--- config.mk ---
export PLATFORM = sky130hd
export DESIGN_NAME = rv_regfile
export DESIGN_NICKNAME = d
export VERILOG_FILES = /design/src/source/rv_regfile.sv
export VERILOG_INCLUDE_DIRS = /design/src /design/src/source
export SDC_FILE = /design/constraint.sdc
export NUM_CORES = 1
export LEC_CHECK = 0
export BUFFER_PORTS_ARGS = -buffer_cell sky130_fd_sc_hd__buf_2
export CAP_MARGIN = 20
export CORE_UTILIZATION = 55
export CTS_BUF_LIST = sky130_fd_sc_hd__clkbuf_16
export DETAILED_ROUTE_END_ITERATION = 10
export PLACE_DENSITY = 0.72
export SLEW_MARGIN = 10
export SYNTH_ARGS = -nofsm -noshare
export SYNTH_HDL_FRONTEND = slang
export SYNTH_SLANG_ARGS = --single-unit
--- constraint.sdc ---
create_clock -name clk -period 3 [get_ports clk]
set_clock_uncertainty 0.2 [all_clocks]
set_input_delay 0.45 -clock clk [delete_from_list [all_inputs] [get_ports clk]]
set_output_delay 0.45 -clock clk [all_outputs]
set_load 0.005 [all_outputs]
--- src/source/rv_defs.svh ---
`ifndef RV_DEFS_SVH
`define RV_DEFS_SVH

// datapath and address width
`define RV_XLEN 32

// register index width, 32 architectural registers
`define RV_REG_ADDR_BITS 5

// data memory geometry, word addressed
`define RV_DMEM_WORDS 1024
`define RV_DMEM_ADDR_BITS 10

// first fetch address after reset
`define RV_RESET_PC 32'h0000_0000

// byte stores here leave the core on the transmit port
`define RV_UART_TX_ADDR 32'h0001_0000

`endif
--- src/source/rv_regfile.sv ---
`timescale 1ns/1ps
`default_nettype none

`include "rv_defs.svh"

module rv_regfile (
    input  wire logic                         clk,
    input  wire logic [`RV_REG_ADDR_BITS-1:0] i_rs1_addr,
    input  wire logic [`RV_REG_ADDR_BITS-1:0] i_rs2_addr,
    input  wire logic [`RV_REG_ADDR_BITS-1:0] i_rd_addr,
    input  wire logic                         i_write,
    input  wire logic [`RV_XLEN-1:0]          i_rd_data,
    output logic [`RV_XLEN-1:0]               o_rs1_data,
    output logic [`RV_XLEN-1:0]               o_rs2_data
);

    // x0 has no storage
    logic [`RV_XLEN-1:0] regs [1:31];

    assign o_rs1_data = (i_rs1_addr == '0) ? '0 : regs[i_rs1_addr];
    assign o_rs2_data = (i_rs2_addr == '0) ? '0 : regs[i_rs2_addr];

    always_ff @(posedge clk) begin
        if (i_write && i_rd_addr != '0) begin
            regs[i_rd_addr] <= i_rd_data;
        end
    end

endmodule

`default_nettype wire

==> flow_metrics.env <==
export IMPL_setup_viol=34
export IMPL_finalCriticalPeriod_ns=3.172
export IMPL_cts_root_buf="clkbuf_16"
export IMPL_pin_count=113
export IMPL_outcome="complete, but fails checks"
export IMPL_synth_cell_area_mm2=0.04650
export IMPL_hold_viol=0
export IMPL_synth_ff_type="edfxtp_1"
export IMPL_grt_max_degree=40
export IMPL_grt_setup_unrepaired="true"
export IMPL_yosys_area_top_type_share=0.6406
export IMPL_dr_total_vias=29470
export IMPL_tns_ns=-2.814
export IMPL_whs_endpoint="regs[31][6]"
export IMPL_synth_area_leaders="edfxtp_1, mux4_2, mux2i_1"
export IMPL_placed_area_mm2=0.05088
export IMPL_hp_start="i_rd_data[6]"
export IMPL_track_usage=0.3382
export IMPL_grt_pass1_vias=29500
export IMPL_gp_congestion=0.8550
export IMPL_vdd_drop_max_mv=0.4254
export IMPL_fillers=5474
export IMPL_instances_no_fill=4140
export IMPL_powerDensity_mw_per_mm2=565.0
export IMPL_multiInputGateArea_mm2=0.01603
export IMPL_vias_per_cell=7.118
export IMPL_seq_area_frac_synth=0.6406
export IMPL_required_ns=2.35
export IMPL_syn_inst=2601
export IMPL_dpl_hpwl_mm=84.07
export IMPL_die_area_mm2=0.08571
export IMPL_crit_fanout=2
export IMPL_synthAdderAreaFrac=0
export IMPL_clock_sinks=992
export IMPL_ys_ff_latch=992
export IMPL_synth_edf_count=992
export IMPL_drt_wirelength_per_cell_um=35.16
export IMPL_cts_tree="built"
export IMPL_initialDrtViolationCount=4223
export IMPL_first_pass_iters=8
export IMPL_whs_path_depth=1
export IMPL_syn_nets=2650
export IMPL_synth_avg_cell_area_um2=17.88
export IMPL_synth_area_leader_cell="edfxtp_1"
export IMPL_worst_slack_ns=-0.1716
export IMPL_synth_top_family_by_area="multiplexers"
export IMPL_final_core_util=0.6537
export IMPL_antenna_found_initial=12
export IMPL_start_kind="flip-flop"
export IMPL_antenna_left=0
export IMPL_clk_path_buf_depth=3
export IMPL_critical_path_class="flip-flop to output port"
export IMPL_htreeDepth=3
export IMPL_yosysWarnings=0
export IMPL_grt_pass1_wl_mm=205.1
export IMPL_synthToLayoutAreaGrowth_pct=17.66
export IMPL_dpl_cell_count=3916
export IMPL_cp_arrival_ns=2.52
export IMPL_rows=106
export IMPL_fin_crit_sh=1.057
export IMPL_violations="negative setup slack"
export IMPL_drc_errors=0
export IMPL_largestRegisters="regs x992"
export IMPL_fmax_mhz=315.3
export IMPL_slew_headroom=0.4813
export IMPL_final_seq_area_mm2=0.02979
export IMPL_gr_total_overflow=0
export IMPL_largest_reg_flops=992
export IMPL_synth_mux_area_frac=0.2455
export IMPL_nets=2967
export IMPL_cap_violations=0
export IMPL_start_util=0.5556
export IMPL_slew_viol_final=0
export IMPL_path_clk_slew_ns=0.06
export IMPL_power_mw=30.91
export IMPL_worstSetupEndpointType="output port"
export IMPL_io_buffers=112
export IMPL_hold_class="primary input to flip-flop"
export IMPL_cts_buffers_inserted=99
export IMPL_core_mm2=0.08369
export IMPL_netlist_cell_type_count=38
export IMPL_worst_pin_slew_ns=0.7759
export IMPL_stdcell_area_mm2=0.05471
export IMPL_synth_compound_area_frac=0.05172
export IMPL_synth_simple_gate_area_share=0.03848
export IMPL_die_y_um=292.8
export IMPL_power_leakage_nw=18.73
export IMPL_synth_xor_area_frac=0
export IMPL_ys_async_sr_fraction=0
export IMPL_regMostFlops="regs"
export IMPL_drt_wl_total_mm=145.6
export IMPL_die_width_um=292.8
export IMPL_drive_above_1_share=0.3379
==> report_power, final <==
group | total (mW) | internal, mW | switching [mW]
clock | 12.4 | 7.03 | 5.33
sequential | 15.5 | 15.4 | 0.0767
combinational | 3.05 | 1.36 | 1.70
total | 30.9 | 23.8 | 7.10
==> cell families (layout without fill, tap and decap cells) <==
kind of cell / count (synthesis) / after routing
multiplexers: 698 / 698
other: 0 / 8
flip-flops: 992 / 992
AND/OR/NAND/NOR: 374 / 374
buffers and inverters: 205 / 602
AO/OA/AOI/OAI: 332 / 332
==> final cells by class <==
| cell class | instances | area share |
|---|---|---|
| diodes | 8 | 0.0003659 |
| clock buffers | 102 | 0.04665 |
| clock inverters | 79 | 0.01224 |
| inverters | 1 | 0.00006861 |
| multi-input cells | 1404 | 0.2930 |
| flip-flops and latches | 992 | 0.5445 |
| well taps | 1134 | 0.02593 |
| repair buffers | 420 | 0.07728 |
==> cells in the final DEF (no fill, tap or decap), drive strengths merged, types with 45 or more instances in the layout <==
cell,n
edfxtp,992
buf,416
mux4,348
mux2i,316
nor2,115
clkbuf,105
a22oi,92
nand2,89
a21oi,68
nand3,52
a22o,45
==> worst max-delay path by stage <==
stage               slack [ns]              to           from  cells after the start
floorplan                -0.07     regs[12][0]   i_rd_addr[1]                      3
global placement         -0.11  o_rs1_data[12]  i_rs1_addr[1]                      9
detailed placement       -0.13  o_rs1_data[12]  i_rs1_addr[1]                      9
CTS                      -0.20  o_rs1_data[19]   regs[18][19]                      5
global route             -0.23   o_rs1_data[8]    regs[16][8]                      5
finish                   -0.17   o_rs1_data[8]    regs[22][8]                      5
==> synthesized netlist by cell type (31+ instances only) <==
| master | number |
|---|---|
| clkbuf_1 | 85 |
| nor2b_1 | 36 |
| nand2_1 | 89 |
| buf_2 | 58 |
| edfxtp_1 | 992 |
| mux2i_1 | 316 |
| buf_4 | 31 |
| a211o_1 | 31 |
| nor2_1 | 115 |
| a22oi_1 | 92 |
| and2_1 | 34 |
| mux2_2 | 34 |
| a311o_1 | 31 |
| nand3_1 | 52 |
| mux4_2 | 339 |
| a22o_1 | 45 |
| a21oi_1 | 68 |
==> through the flow <==
step,setup WS (ns),hold WS (ns)
6_report,-0.1716,0.06174
2_1_floorplan,-0.06989,0.3489
3_5_place_dp,-0.1285,0.7428
5_1_grt,-0.2316,0.08170
3_3_place_gp,-0.1057,0.7203
4_1_cts,-0.2038,0.04462
==> repair_timing <==
item                       4_1_cts  5_1_grt
hold buffers                     0        0
setup endpoints to repair       40       45
resized for setup               33       36
setup buffers                   21       13
cloned                           1        2
pin swaps                       64       27
==> layer usage <==
| metal | track usage | wire (µm) | vias to the layer above |
|---|---|---|---|
| met2 | 0.5322 | 68850 | 2193 |
| met4 | 0.1930 | 8838 | 12 |
| met3 | 0.07702 | 16800 | 496 |
| met1 | 0.4370 | 50980 | 15230 |
| li1 | - | - | 11540 |
| met5 | 0 | 91 | - |
==> worst max-delay path, cell delays in order, from the launching register on <==
cell	delay, ns
edfxtp_1	0.38
mux4_2	0.47
nor2b_1	0.14
a211o_1	0.26
a311o_2	0.46
buf_6	0.15
(Power assumes the default switching activity.)
