--- src/source/rv_defs.svh ---
`ifndef RV_DEFS_SVH
`define RV_DEFS_SVH

// datapath and address width
`define RV_XLEN 32

// register index width, 32 architectural registers
`define RV_REG_ADDR_BITS 5

// data memory geometry, word addressed
`define RV_DMEM_WORDS 1024
`define RV_DMEM_ADDR_BITS 10

// first fetch address after reset
`define RV_RESET_PC 32'h0000_0000

// byte stores here leave the core on the transmit port
`define RV_UART_TX_ADDR 32'h0001_0000

`endif
--- src/source/rv_pkg.sv ---
`default_nettype none

`include "rv_defs.svh"

package rv_pkg;

    // major opcodes handled by the decoder
    typedef enum logic [6:0] {
        OPCODE_LUI    = 7'b0110111,
        OPCODE_AUIPC  = 7'b0010111,
        OPCODE_JAL    = 7'b1101111,
        OPCODE_JALR   = 7'b1100111,
        OPCODE_BRANCH = 7'b1100011,
        OPCODE_LOAD   = 7'b0000011,
        OPCODE_STORE  = 7'b0100011,
        OPCODE_OP_IMM = 7'b0010011,
        OPCODE_OP     = 7'b0110011
    } opcode_e;

    typedef enum logic [3:0] {
        ALU_ADD,
        ALU_SUB,
        ALU_AND,
        ALU_OR,
        ALU_XOR,
        ALU_SLL,
        ALU_SRL,
        ALU_SRA,
        ALU_SLT,
        ALU_SLTU,
        ALU_PASS_B
    } alu_op_e;

    typedef enum logic [2:0] {
        BR_NONE,
        BR_EQ,
        BR_NE,
        BR_LT,
        BR_GE,
        BR_LTU,
        BR_GEU
    } branch_e;

    // encoding follows funct3[1:0] of loads and stores
    typedef enum logic [1:0] {
        MEM_BYTE = 2'b00,
        MEM_HALF = 2'b01,
        MEM_WORD = 2'b10
    } mem_size_e;

    // one decoded instruction
    typedef struct packed {
        alu_op_e                      alu_op;
        logic                         a_is_pc;
        logic                         b_is_imm;
        logic                         reg_write;
        logic                         load;
        logic                         store;
        mem_size_e                    mem_size;
        logic                         load_unsigned;
        branch_e                      branch;
        logic                         jal;
        logic                         jalr;
        logic [`RV_REG_ADDR_BITS-1:0] rd;
        logic [`RV_REG_ADDR_BITS-1:0] rs1;
        logic [`RV_REG_ADDR_BITS-1:0] rs2;
        logic [`RV_XLEN-1:0]          imm;
    } ctrl_t;

    typedef struct packed {
        logic       en;
        logic [7:0] data;
    } uart_tx_t;

endpackage

`default_nettype wire

--- src/source/rv_decoder.sv ---
`timescale 1ns/1ps
`default_nettype none

`include "rv_defs.svh"

module rv_decoder (
    input  wire logic [`RV_XLEN-1:0] i_inst,
    output rv_pkg::ctrl_t            o_ctrl
);

    logic [6:0] opcode;
    logic [2:0] funct3;
    logic       funct7_std;
    logic       funct7_alt;

    logic [`RV_XLEN-1:0] imm_i;
    logic [`RV_XLEN-1:0] imm_s;
    logic [`RV_XLEN-1:0] imm_b;
    logic [`RV_XLEN-1:0] imm_u;
    logic [`RV_XLEN-1:0] imm_j;

    // shared by register and immediate arithmetic
    function automatic rv_pkg::alu_op_e alu_sel(input logic [2:0] f3, input logic alt);
        case (f3)
            3'b000:  alu_sel = alt ? rv_pkg::ALU_SUB : rv_pkg::ALU_ADD;
            3'b001:  alu_sel = rv_pkg::ALU_SLL;
            3'b010:  alu_sel = rv_pkg::ALU_SLT;
            3'b011:  alu_sel = rv_pkg::ALU_SLTU;
            3'b100:  alu_sel = rv_pkg::ALU_XOR;
            3'b101:  alu_sel = alt ? rv_pkg::ALU_SRA : rv_pkg::ALU_SRL;
            3'b110:  alu_sel = rv_pkg::ALU_OR;
            default: alu_sel = rv_pkg::ALU_AND;
        endcase
    endfunction

    assign opcode     = i_inst[6:0];
    assign funct3     = i_inst[14:12];
    assign funct7_std = (i_inst[31:25] == 7'b0000000);
    assign funct7_alt = (i_inst[31:25] == 7'b0100000);

    assign imm_i = {{20{i_inst[31]}}, i_inst[31:20]};
    assign imm_s = {{20{i_inst[31]}}, i_inst[31:25], i_inst[11:7]};
    assign imm_b = {{19{i_inst[31]}}, i_inst[31], i_inst[7], i_inst[30:25], i_inst[11:8], 1'b0};
    assign imm_u = {i_inst[31:12], 12'h000};
    assign imm_j = {{11{i_inst[31]}}, i_inst[31], i_inst[19:12], i_inst[20], i_inst[30:21], 1'b0};

    always_comb begin
        // default is a no-op: no write, no memory access, no jump
        o_ctrl          = '0;
        o_ctrl.alu_op   = rv_pkg::ALU_ADD;
        o_ctrl.branch   = rv_pkg::BR_NONE;
        o_ctrl.mem_size = rv_pkg::MEM_WORD;
        o_ctrl.rd       = i_inst[11:7];
        o_ctrl.rs1      = i_inst[19:15];
        o_ctrl.rs2      = i_inst[24:20];
        o_ctrl.imm      = imm_i;

        case (opcode)
            rv_pkg::OPCODE_LUI: begin
                o_ctrl.alu_op    = rv_pkg::ALU_PASS_B;
                o_ctrl.b_is_imm  = 1'b1;
                o_ctrl.imm       = imm_u;
                o_ctrl.reg_write = 1'b1;
            end
            rv_pkg::OPCODE_AUIPC: begin
                o_ctrl.a_is_pc   = 1'b1;
                o_ctrl.b_is_imm  = 1'b1;
                o_ctrl.imm       = imm_u;
                o_ctrl.reg_write = 1'b1;
            end
            rv_pkg::OPCODE_JAL: begin
                o_ctrl.imm       = imm_j;
                o_ctrl.jal       = 1'b1;
                o_ctrl.reg_write = 1'b1;
            end
            rv_pkg::OPCODE_JALR: begin
                if (funct3 == 3'b000) begin
                    o_ctrl.b_is_imm  = 1'b1;
                    o_ctrl.jalr      = 1'b1;
                    o_ctrl.reg_write = 1'b1;
                end
            end
            rv_pkg::OPCODE_BRANCH: begin
                o_ctrl.imm = imm_b;
                case (funct3)
                    3'b000:  o_ctrl.branch = rv_pkg::BR_EQ;
                    3'b001:  o_ctrl.branch = rv_pkg::BR_NE;
                    3'b100:  o_ctrl.branch = rv_pkg::BR_LT;
                    3'b101:  o_ctrl.branch = rv_pkg::BR_GE;
                    3'b110:  o_ctrl.branch = rv_pkg::BR_LTU;
                    3'b111:  o_ctrl.branch = rv_pkg::BR_GEU;
                    default: o_ctrl.branch = rv_pkg::BR_NONE;
                endcase
            end
            rv_pkg::OPCODE_LOAD: begin
                // lb lh lw lbu lhu only
                if (funct3[1:0] != 2'b11 && !(funct3[2] && funct3[1])) begin
                    o_ctrl.b_is_imm      = 1'b1;
                    o_ctrl.load          = 1'b1;
                    o_ctrl.reg_write     = 1'b1;
                    o_ctrl.mem_size      = rv_pkg::mem_size_e'(funct3[1:0]);
                    o_ctrl.load_unsigned = funct3[2];
                end
            end
            rv_pkg::OPCODE_STORE: begin
                if (!funct3[2] && funct3[1:0] != 2'b11) begin
                    o_ctrl.b_is_imm = 1'b1;
                    o_ctrl.imm      = imm_s;
                    o_ctrl.store    = 1'b1;
                    o_ctrl.mem_size = rv_pkg::mem_size_e'(funct3[1:0]);
                end
            end
            rv_pkg::OPCODE_OP_IMM: begin
                // shifts carry funct7 in the upper immediate bits
                if ((funct3 != 3'b001 && funct3 != 3'b101) || funct7_std
                        || (funct3 == 3'b101 && funct7_alt)) begin
                    o_ctrl.b_is_imm  = 1'b1;
                    o_ctrl.reg_write = 1'b1;
                    o_ctrl.alu_op    = alu_sel(funct3, funct7_alt && funct3 == 3'b101);
                end
            end
            rv_pkg::OPCODE_OP: begin
                if (funct7_std || (funct7_alt && (funct3 == 3'b000 || funct3 == 3'b101))) begin
                    o_ctrl.reg_write = 1'b1;
                    o_ctrl.alu_op    = alu_sel(funct3, funct7_alt);
                end
            end
            default: begin
                // fence, ecall, ebreak and anything unknown fall through as no-ops
            end
        endcase
    end

endmodule

`default_nettype wire

--- config.mk ---
export PLATFORM = sky130hd
export DESIGN_NAME = rv_decoder
export DESIGN_NICKNAME = d
export VERILOG_FILES = /design/src/source/rv_pkg.sv /design/src/source/rv_decoder.sv
export VERILOG_INCLUDE_DIRS = /design/src /design/src/source
export SDC_FILE = /design/constraint.sdc
export NUM_CORES = 1
export LEC_CHECK = 0
export BUFFER_PORTS_ARGS = -buffer_cell sky130_fd_sc_hd__buf_2
export CAP_MARGIN = 10
export CORE_ASPECT_RATIO = 0.7
export CORE_MARGIN = 2
export CORE_UTILIZATION = 30
export DETAILED_ROUTE_END_ITERATION = 10
export PLACE_DENSITY_LB_ADDON = 0.3
export SLEW_MARGIN = 20
export SYNTH_ARGS = -nofsm -noshare
export SYNTH_HDL_FRONTEND = slang
export SYNTH_SLANG_ARGS = --single-unit
--- constraint.sdc ---
create_clock -name vclk -period 4.11
set_clock_uncertainty 0.15 [all_clocks]
set_input_delay 0.822 -clock vclk [all_inputs]
set_output_delay 0.822 -clock vclk [all_outputs]
set_load 0.02 [all_outputs]
==> metrics, run 1 <==
status completed; Filler cells 366; worst vdd ir 30.9 µV; DR vias/cell 5.03; drt initial violations 137; Slew HR 51.4%; ant diodes 0; final global-route overflow total 0; Critical Setup Path Class in -> out; I/O pin count 96; final setup TNS 0 ns; die height 52.2 µm; startpoint type of the worst setup path input pin; Avg WL per Cell 12.9 µm; All-Layer GR Usage 15.4%; CP Capture Type primary output; Seq cells 0; max-slew violation count 0; hold_buf cts 0; achievable frequency 295 MHz; synthesized cell area 995 µm²; Via Count 1288; sequential cell area 0 µm²; Placed Area 0.00136 mm²; max cap viols 0; YS warnings 0; core region area 0.00315 mm²; Worst Path Required 3.14 ns; Port Buffers 96; commonest non-fill, non-tap cell in the layout buf_2; P&R area growth vs syn 36.7%; endpoints failing hold 0; Worst-Margin Slew 0.727 ns; fin crit share 82.6%; Synth Net Count 178; pin count of the biggest net entering global routing 20; pwr dens 103 mW/mm²; row count 17; Starting Density 31.6%; worst hold path class in -> out; final setup violation count 0; die width 72.8 µm; Mean Syn Cell Area 6.81 µm²; DRT Wirelength 3.31 mm; most frequent cells in the layout buf_2 (96), a21o_1 (14), nand2_1 (10), nor2b_1 (10), inv_1 (9); First-pass DRT Iterations 4; Leak 0.801 nW; drt drc 0; Final nets 252; Final ANT Viol Nets 0; critical path peak fanout 4; # clk buffers 0; unrepaired setup endpoints after global routing false; CP arrival 2.42 ns; first-pass GRT wire length 4.83 mm; HPWL after DPL 2.71 mm; initial antenna violation count 0; CTS resizes 0; layout cells sized above 1 52.3%; vias in the first global route 1019; die area 0.00380 mm²; post-CTS setup buffer count 0; GPL Wtd Cong 0.867; Period minus WS final 3.39 ns; number of library cell types mapped by synthesis 47; post-synthesis instance total 146; Final Cell Area 0.00136 mm²; register area share after synthesis 0%
==> where the power goes <==
part	internal (mW)	switching, mW	total (mW)	leakage (nW)
Sequential	0	0	0	0
Combinational	0.0524	0.0871	0.140	0.801
Clock	0	0	0	0
==> metrics by stage <==
stage,std cells,util (%),power (mW),setup slack [ns],hold WS [ns]
2_1_floorplan,146,-,0.0974,0.658,1.61
3_3_place_gp,256,43.2,0.139,0.782,1.73
3_5_place_dp,256,43.2,0.140,0.739,1.73
4_1_cts,256,43.2,0.140,0.730,1.73
5_1_grt,256,43.2,0.152,0.629,1.74
6_report,256,43.2,0.140,0.717,1.73
==> synthesized netlist by cell type (all sizes together), types with 2 or more instances <==
cell type | n | area, µm²
nand3 | 2 | 10.0
and3 | 3 | 18.8
nor2 | 8 | 30.0
nor4b | 2 | 17.5
a21oi | 4 | 31.3
nand2 | 10 | 37.5
buf | 19 | 148
nand2b | 5 | 31.3
a21o | 20 | 158
o21ai | 7 | 35.0
nor4 | 2 | 27.5
clkbuf | 6 | 22.5
nand4b | 3 | 26.3
a211oi | 4 | 30.0
nor2b | 11 | 71.3
nor3 | 3 | 15.0
inv | 9 | 33.8
or2 | 2 | 12.5
a22oi | 4 | 30.0
==> layer usage <==
metal | track usage [%] | vias up | part of all wire (%)
li1 | - | 666 | -
met1 | 22.7 | 578 | 49
met2 | 26.8 | 44 | 46
met3 | 0.192 | 0 | 4.9
met4 | 0 | 0 | 0
met5 | 0 | - | 0
==> area by class of cell <==
cell class         count  area (µm²)  area share [%]
repair buffers        97         488            35.9
inverters              9        33.8            2.48
well taps             38        47.5            3.50
multi-input cells    112         791            58.1
==> kinds of logic (layout without fill, tap and decap cells) <==
| group | after synthesis | after routing | share of synthesized area, % |
|---|---|---|---|
| muxes | 1 | 1 | 1.01 |
| buffers and inverters | 34 | 106 | 20.5 |
| and+or+nand+nor | 62 | 62 | 40.4 |
| AOI/OAI and AO/OA | 49 | 49 | 38.1 |
==> worst paths after layout <==
path,start,end,slack (ns),cells past startpoint
worst min-delay path,i_inst[18],o_ctrl[40],1.73,2
worst max-delay path,i_inst[31],o_ctrl[57],0.72,6
==> worst max-delay path, cell delays in order <==
cell and delay, ns:
buf_2 0.12, or4_4 0.56, o31a_1 0.32, o311ai_2 0.27
a311o_2 0.18, buf_2 0.16
Power figures use the tool's default switching activity.
==> inputs of run 2 (changes only) <==
--- a/config.mk
+++ b/config.mk
@@ -6,6 +6,7 @@
 export SDC_FILE = /design/constraint.sdc
 export NUM_CORES = 1
 export LEC_CHECK = 0
+export ABC_AREA = 1
 export BUFFER_PORTS_ARGS = -buffer_cell sky130_fd_sc_hd__buf_2
 export CAP_MARGIN = 10
 export CORE_ASPECT_RATIO = 0.7
==> constraint.sdc (replaced) <==
create_clock -name vclk -period 2.7
set_clock_uncertainty 0.15 [all_clocks]
set_input_delay 0.54 -clock vclk [all_inputs]
set_output_delay 0.54 -clock vclk [all_outputs]
set_load 0.02 [all_outputs]
==> run 2 against run 1 <==
Net effect: sequential share of layout area unchanged; core utilization increased by 0.53 points; die area decreased by 3.8%; critical path type unchanged.
==> metrics, run 2 <==
Filler cells 368 (+0.55%); # clk buffers 0 (unchanged); Critical Setup Path Class in -> out; max-slew violation count 0 (unchanged); DRT Wirelength 3.32 mm (+0.30%); Leak 0.859 nW (+7.2%); unrepaired setup endpoints after global routing false; Port Buffers 96 (unchanged); most frequent cells in the layout buf_2 (96), nand2_1 (46), inv_1 (28), nand3_1 (20), o21ai_0 (19); First-pass DRT Iterations 4 (unchanged); max cap viols 0 (unchanged); Synth top cells by count nand2_1 (46), inv_1 (28), nand3_1 (20); final global-route overflow total 0 (unchanged); die height 51.2 µm (-1.9%); post-synthesis instance total 198 (+36%); I/O pin count 96 (unchanged); Hold Slack 1.16 ns (-0.565 ns); achievable frequency 402 MHz; synthesized cell area 955 µm² (-4.0%); final setup TNS 0 ns (unchanged); CP arrival 1.80 ns (-0.62 ns); pwr dens 149 mW/mm² (+45%); fin util 43.7% (+0.53 points); endpoints failing hold 0 (unchanged); die area 0.00366 mm² (-3.8%); sequential cell area 0 µm² (unchanged); Worst Path Required 2.01 ns (-1.13 ns); worst hold endpoint o_ctrl[46]; vias in the first global route 1293 (+27%); min-delay src i_inst[11]; P&R area growth vs syn 41.3%; Final Cell Area 0.00135 mm² (-0.83%); Placed Area 0.00135 mm² (-0.83%); status completed; post-CTS setup buffer count 0 (unchanged); Starting Density 31.0% (-0.64 points); hold_buf cts 0 (unchanged); YS warnings 0 (unchanged); drt drc 0 (unchanged); critical path peak fanout 17 (+13); worst vdd ir 58.0 µV (+88%); Period minus WS final 2.49 ns; most common cell in the netlist nand2_1; fin crit share 92.1%; ant diodes 0 (unchanged); GPL Wtd Cong 0.838 (-3.4%); Worst-Margin Slew 0.336 ns (-0.391 ns); initial antenna violation count 0 (unchanged); CP Capture Type primary output; Mean Syn Cell Area 4.82 µm² (-29%); row count 17 (unchanged); register area share after synthesis 0% (unchanged); Slew HR 77.6% (+26 points); layout cells sized above 1 43.3% (-9.0 points); DR vias/cell 4.61 (-8.3%); startpoint type of the worst setup path input pin; # placed instances 313 (+22%); pin count of the biggest net entering global routing 18 (-10%); Via Count 1444 (+12%); fin cells 313 (+22%); core region area 0.00308 mm² (-2.0%); Seq cells 0 (unchanged); Final nets 309 (+23%); CTS resizes 0 (unchanged); worst hold path class in -> out; number of library cell types mapped by synthesis 23 (-51%); die width 71.4 µm (-1.9%); hold path cells 2 (unchanged); All-Layer GR Usage 17.6% (+2.2 points); drt initial violations 47 (-66%); Synth top area share 18.1% (+6.0 points); top post-synthesis cells by area nand2_1 (18%), buf_4 (13%), inv_1 (11%); Synth Net Count 230 (+29%); Yosys top cell by area nand2_1; HPWL after DPL 2.84 mm (+4.7%); Final ANT Viol Nets 0 (unchanged); Avg WL per Cell 10.6 µm (-18%); commonest non-fill, non-tap cell in the layout buf_2; first-pass GRT wire length 5.41 mm (+12%); final setup violation count 0 (unchanged)
-- run 2: changes by cell type after synthesis, sizes merged, moves of 3 or more --
| cell | change |
|---|---|
| o21ai | +25 |
| inv | +28 |
| nor2b | -11 |
| clkbuf | -5 |
| nand2b | -5 |
| nand2 | +44 |
| a211oi | -3 |
| nand4b | -3 |
| a22oi | -4 |
| nand3 | +19 |
| a21o | -20 |
| nor2 | +13 |
-- run 2: per-stage QoR --
stage / worst slack, ns / power (mW)
finish: 0.213 / 0.201
global route: 0.0707 / 0.222
CTS: 0.217 / 0.202
detailed placement: 0.227 / 0.201
global placement: 0.256 / 0.201
floorplan: 0.482 / 0.136
-- run 2: cell families (layout without fill, tap and decap cells) --
family          count (synthesis)  after routing  share of synthesized area (%)
simple gates                  106            106                           51.9
buf+inv                        56            133                           28.6
compound gates                 36             36                           19.5
-- run 2: worst max-delay path by stage --
stage / from / slack (ns) / cells after the start / to
after floorplan: i_inst[1] / 0.48 / 5 / o_ctrl[23]
after global placement: i_inst[2] / 0.26 / 9 / o_ctrl[62]
after detailed placement: i_inst[3] / 0.23 / 11 / o_ctrl[62]
after CTS: i_inst[3] / 0.22 / 11 / o_ctrl[62]
after global routing: i_inst[3] / 0.07 / 11 / o_ctrl[62]
final: i_inst[3] / 0.21 / 11 / o_ctrl[62]
-- run 2: final cells by class --
cell class,count,area (µm²),area share (%)
multi-input cells,142,682,50.6
repair buffers,96,480,35.6
inverters,37,139,10.3
well taps,38,47.5,3.53
-- run 2: layer usage --
layer | part of all wire, % | global-route usage (%) | wire (µm)
met5 | 0 | 0 | 0
met3 | 10 | 2.37 | 339
met4 | 0 | 0.314 | 0
met1 | 48 | 24.4 | 1600
met2 | 42 | 30.9 | 1380
-- run 2: worst max-delay path, cell delays in order --
cell,delay [ns]
buf_2,0.12
inv_2,0.06
nand2_1,0.06
nor2_2,0.12
nand2_2,0.20
inv_2,0.18
nand2_1,0.11
nand2_1,0.08
nand2_1,0.06
a21oi_2,0.10
buf_2,0.17
-- run 2: power by group --
group,switching (mW),internal (mW),total [mW]
Combinational,0.135,0.0662,0.201
Sequential,0,0,0
Clock,0,0,0
Total,0.135,0.0662,0.201
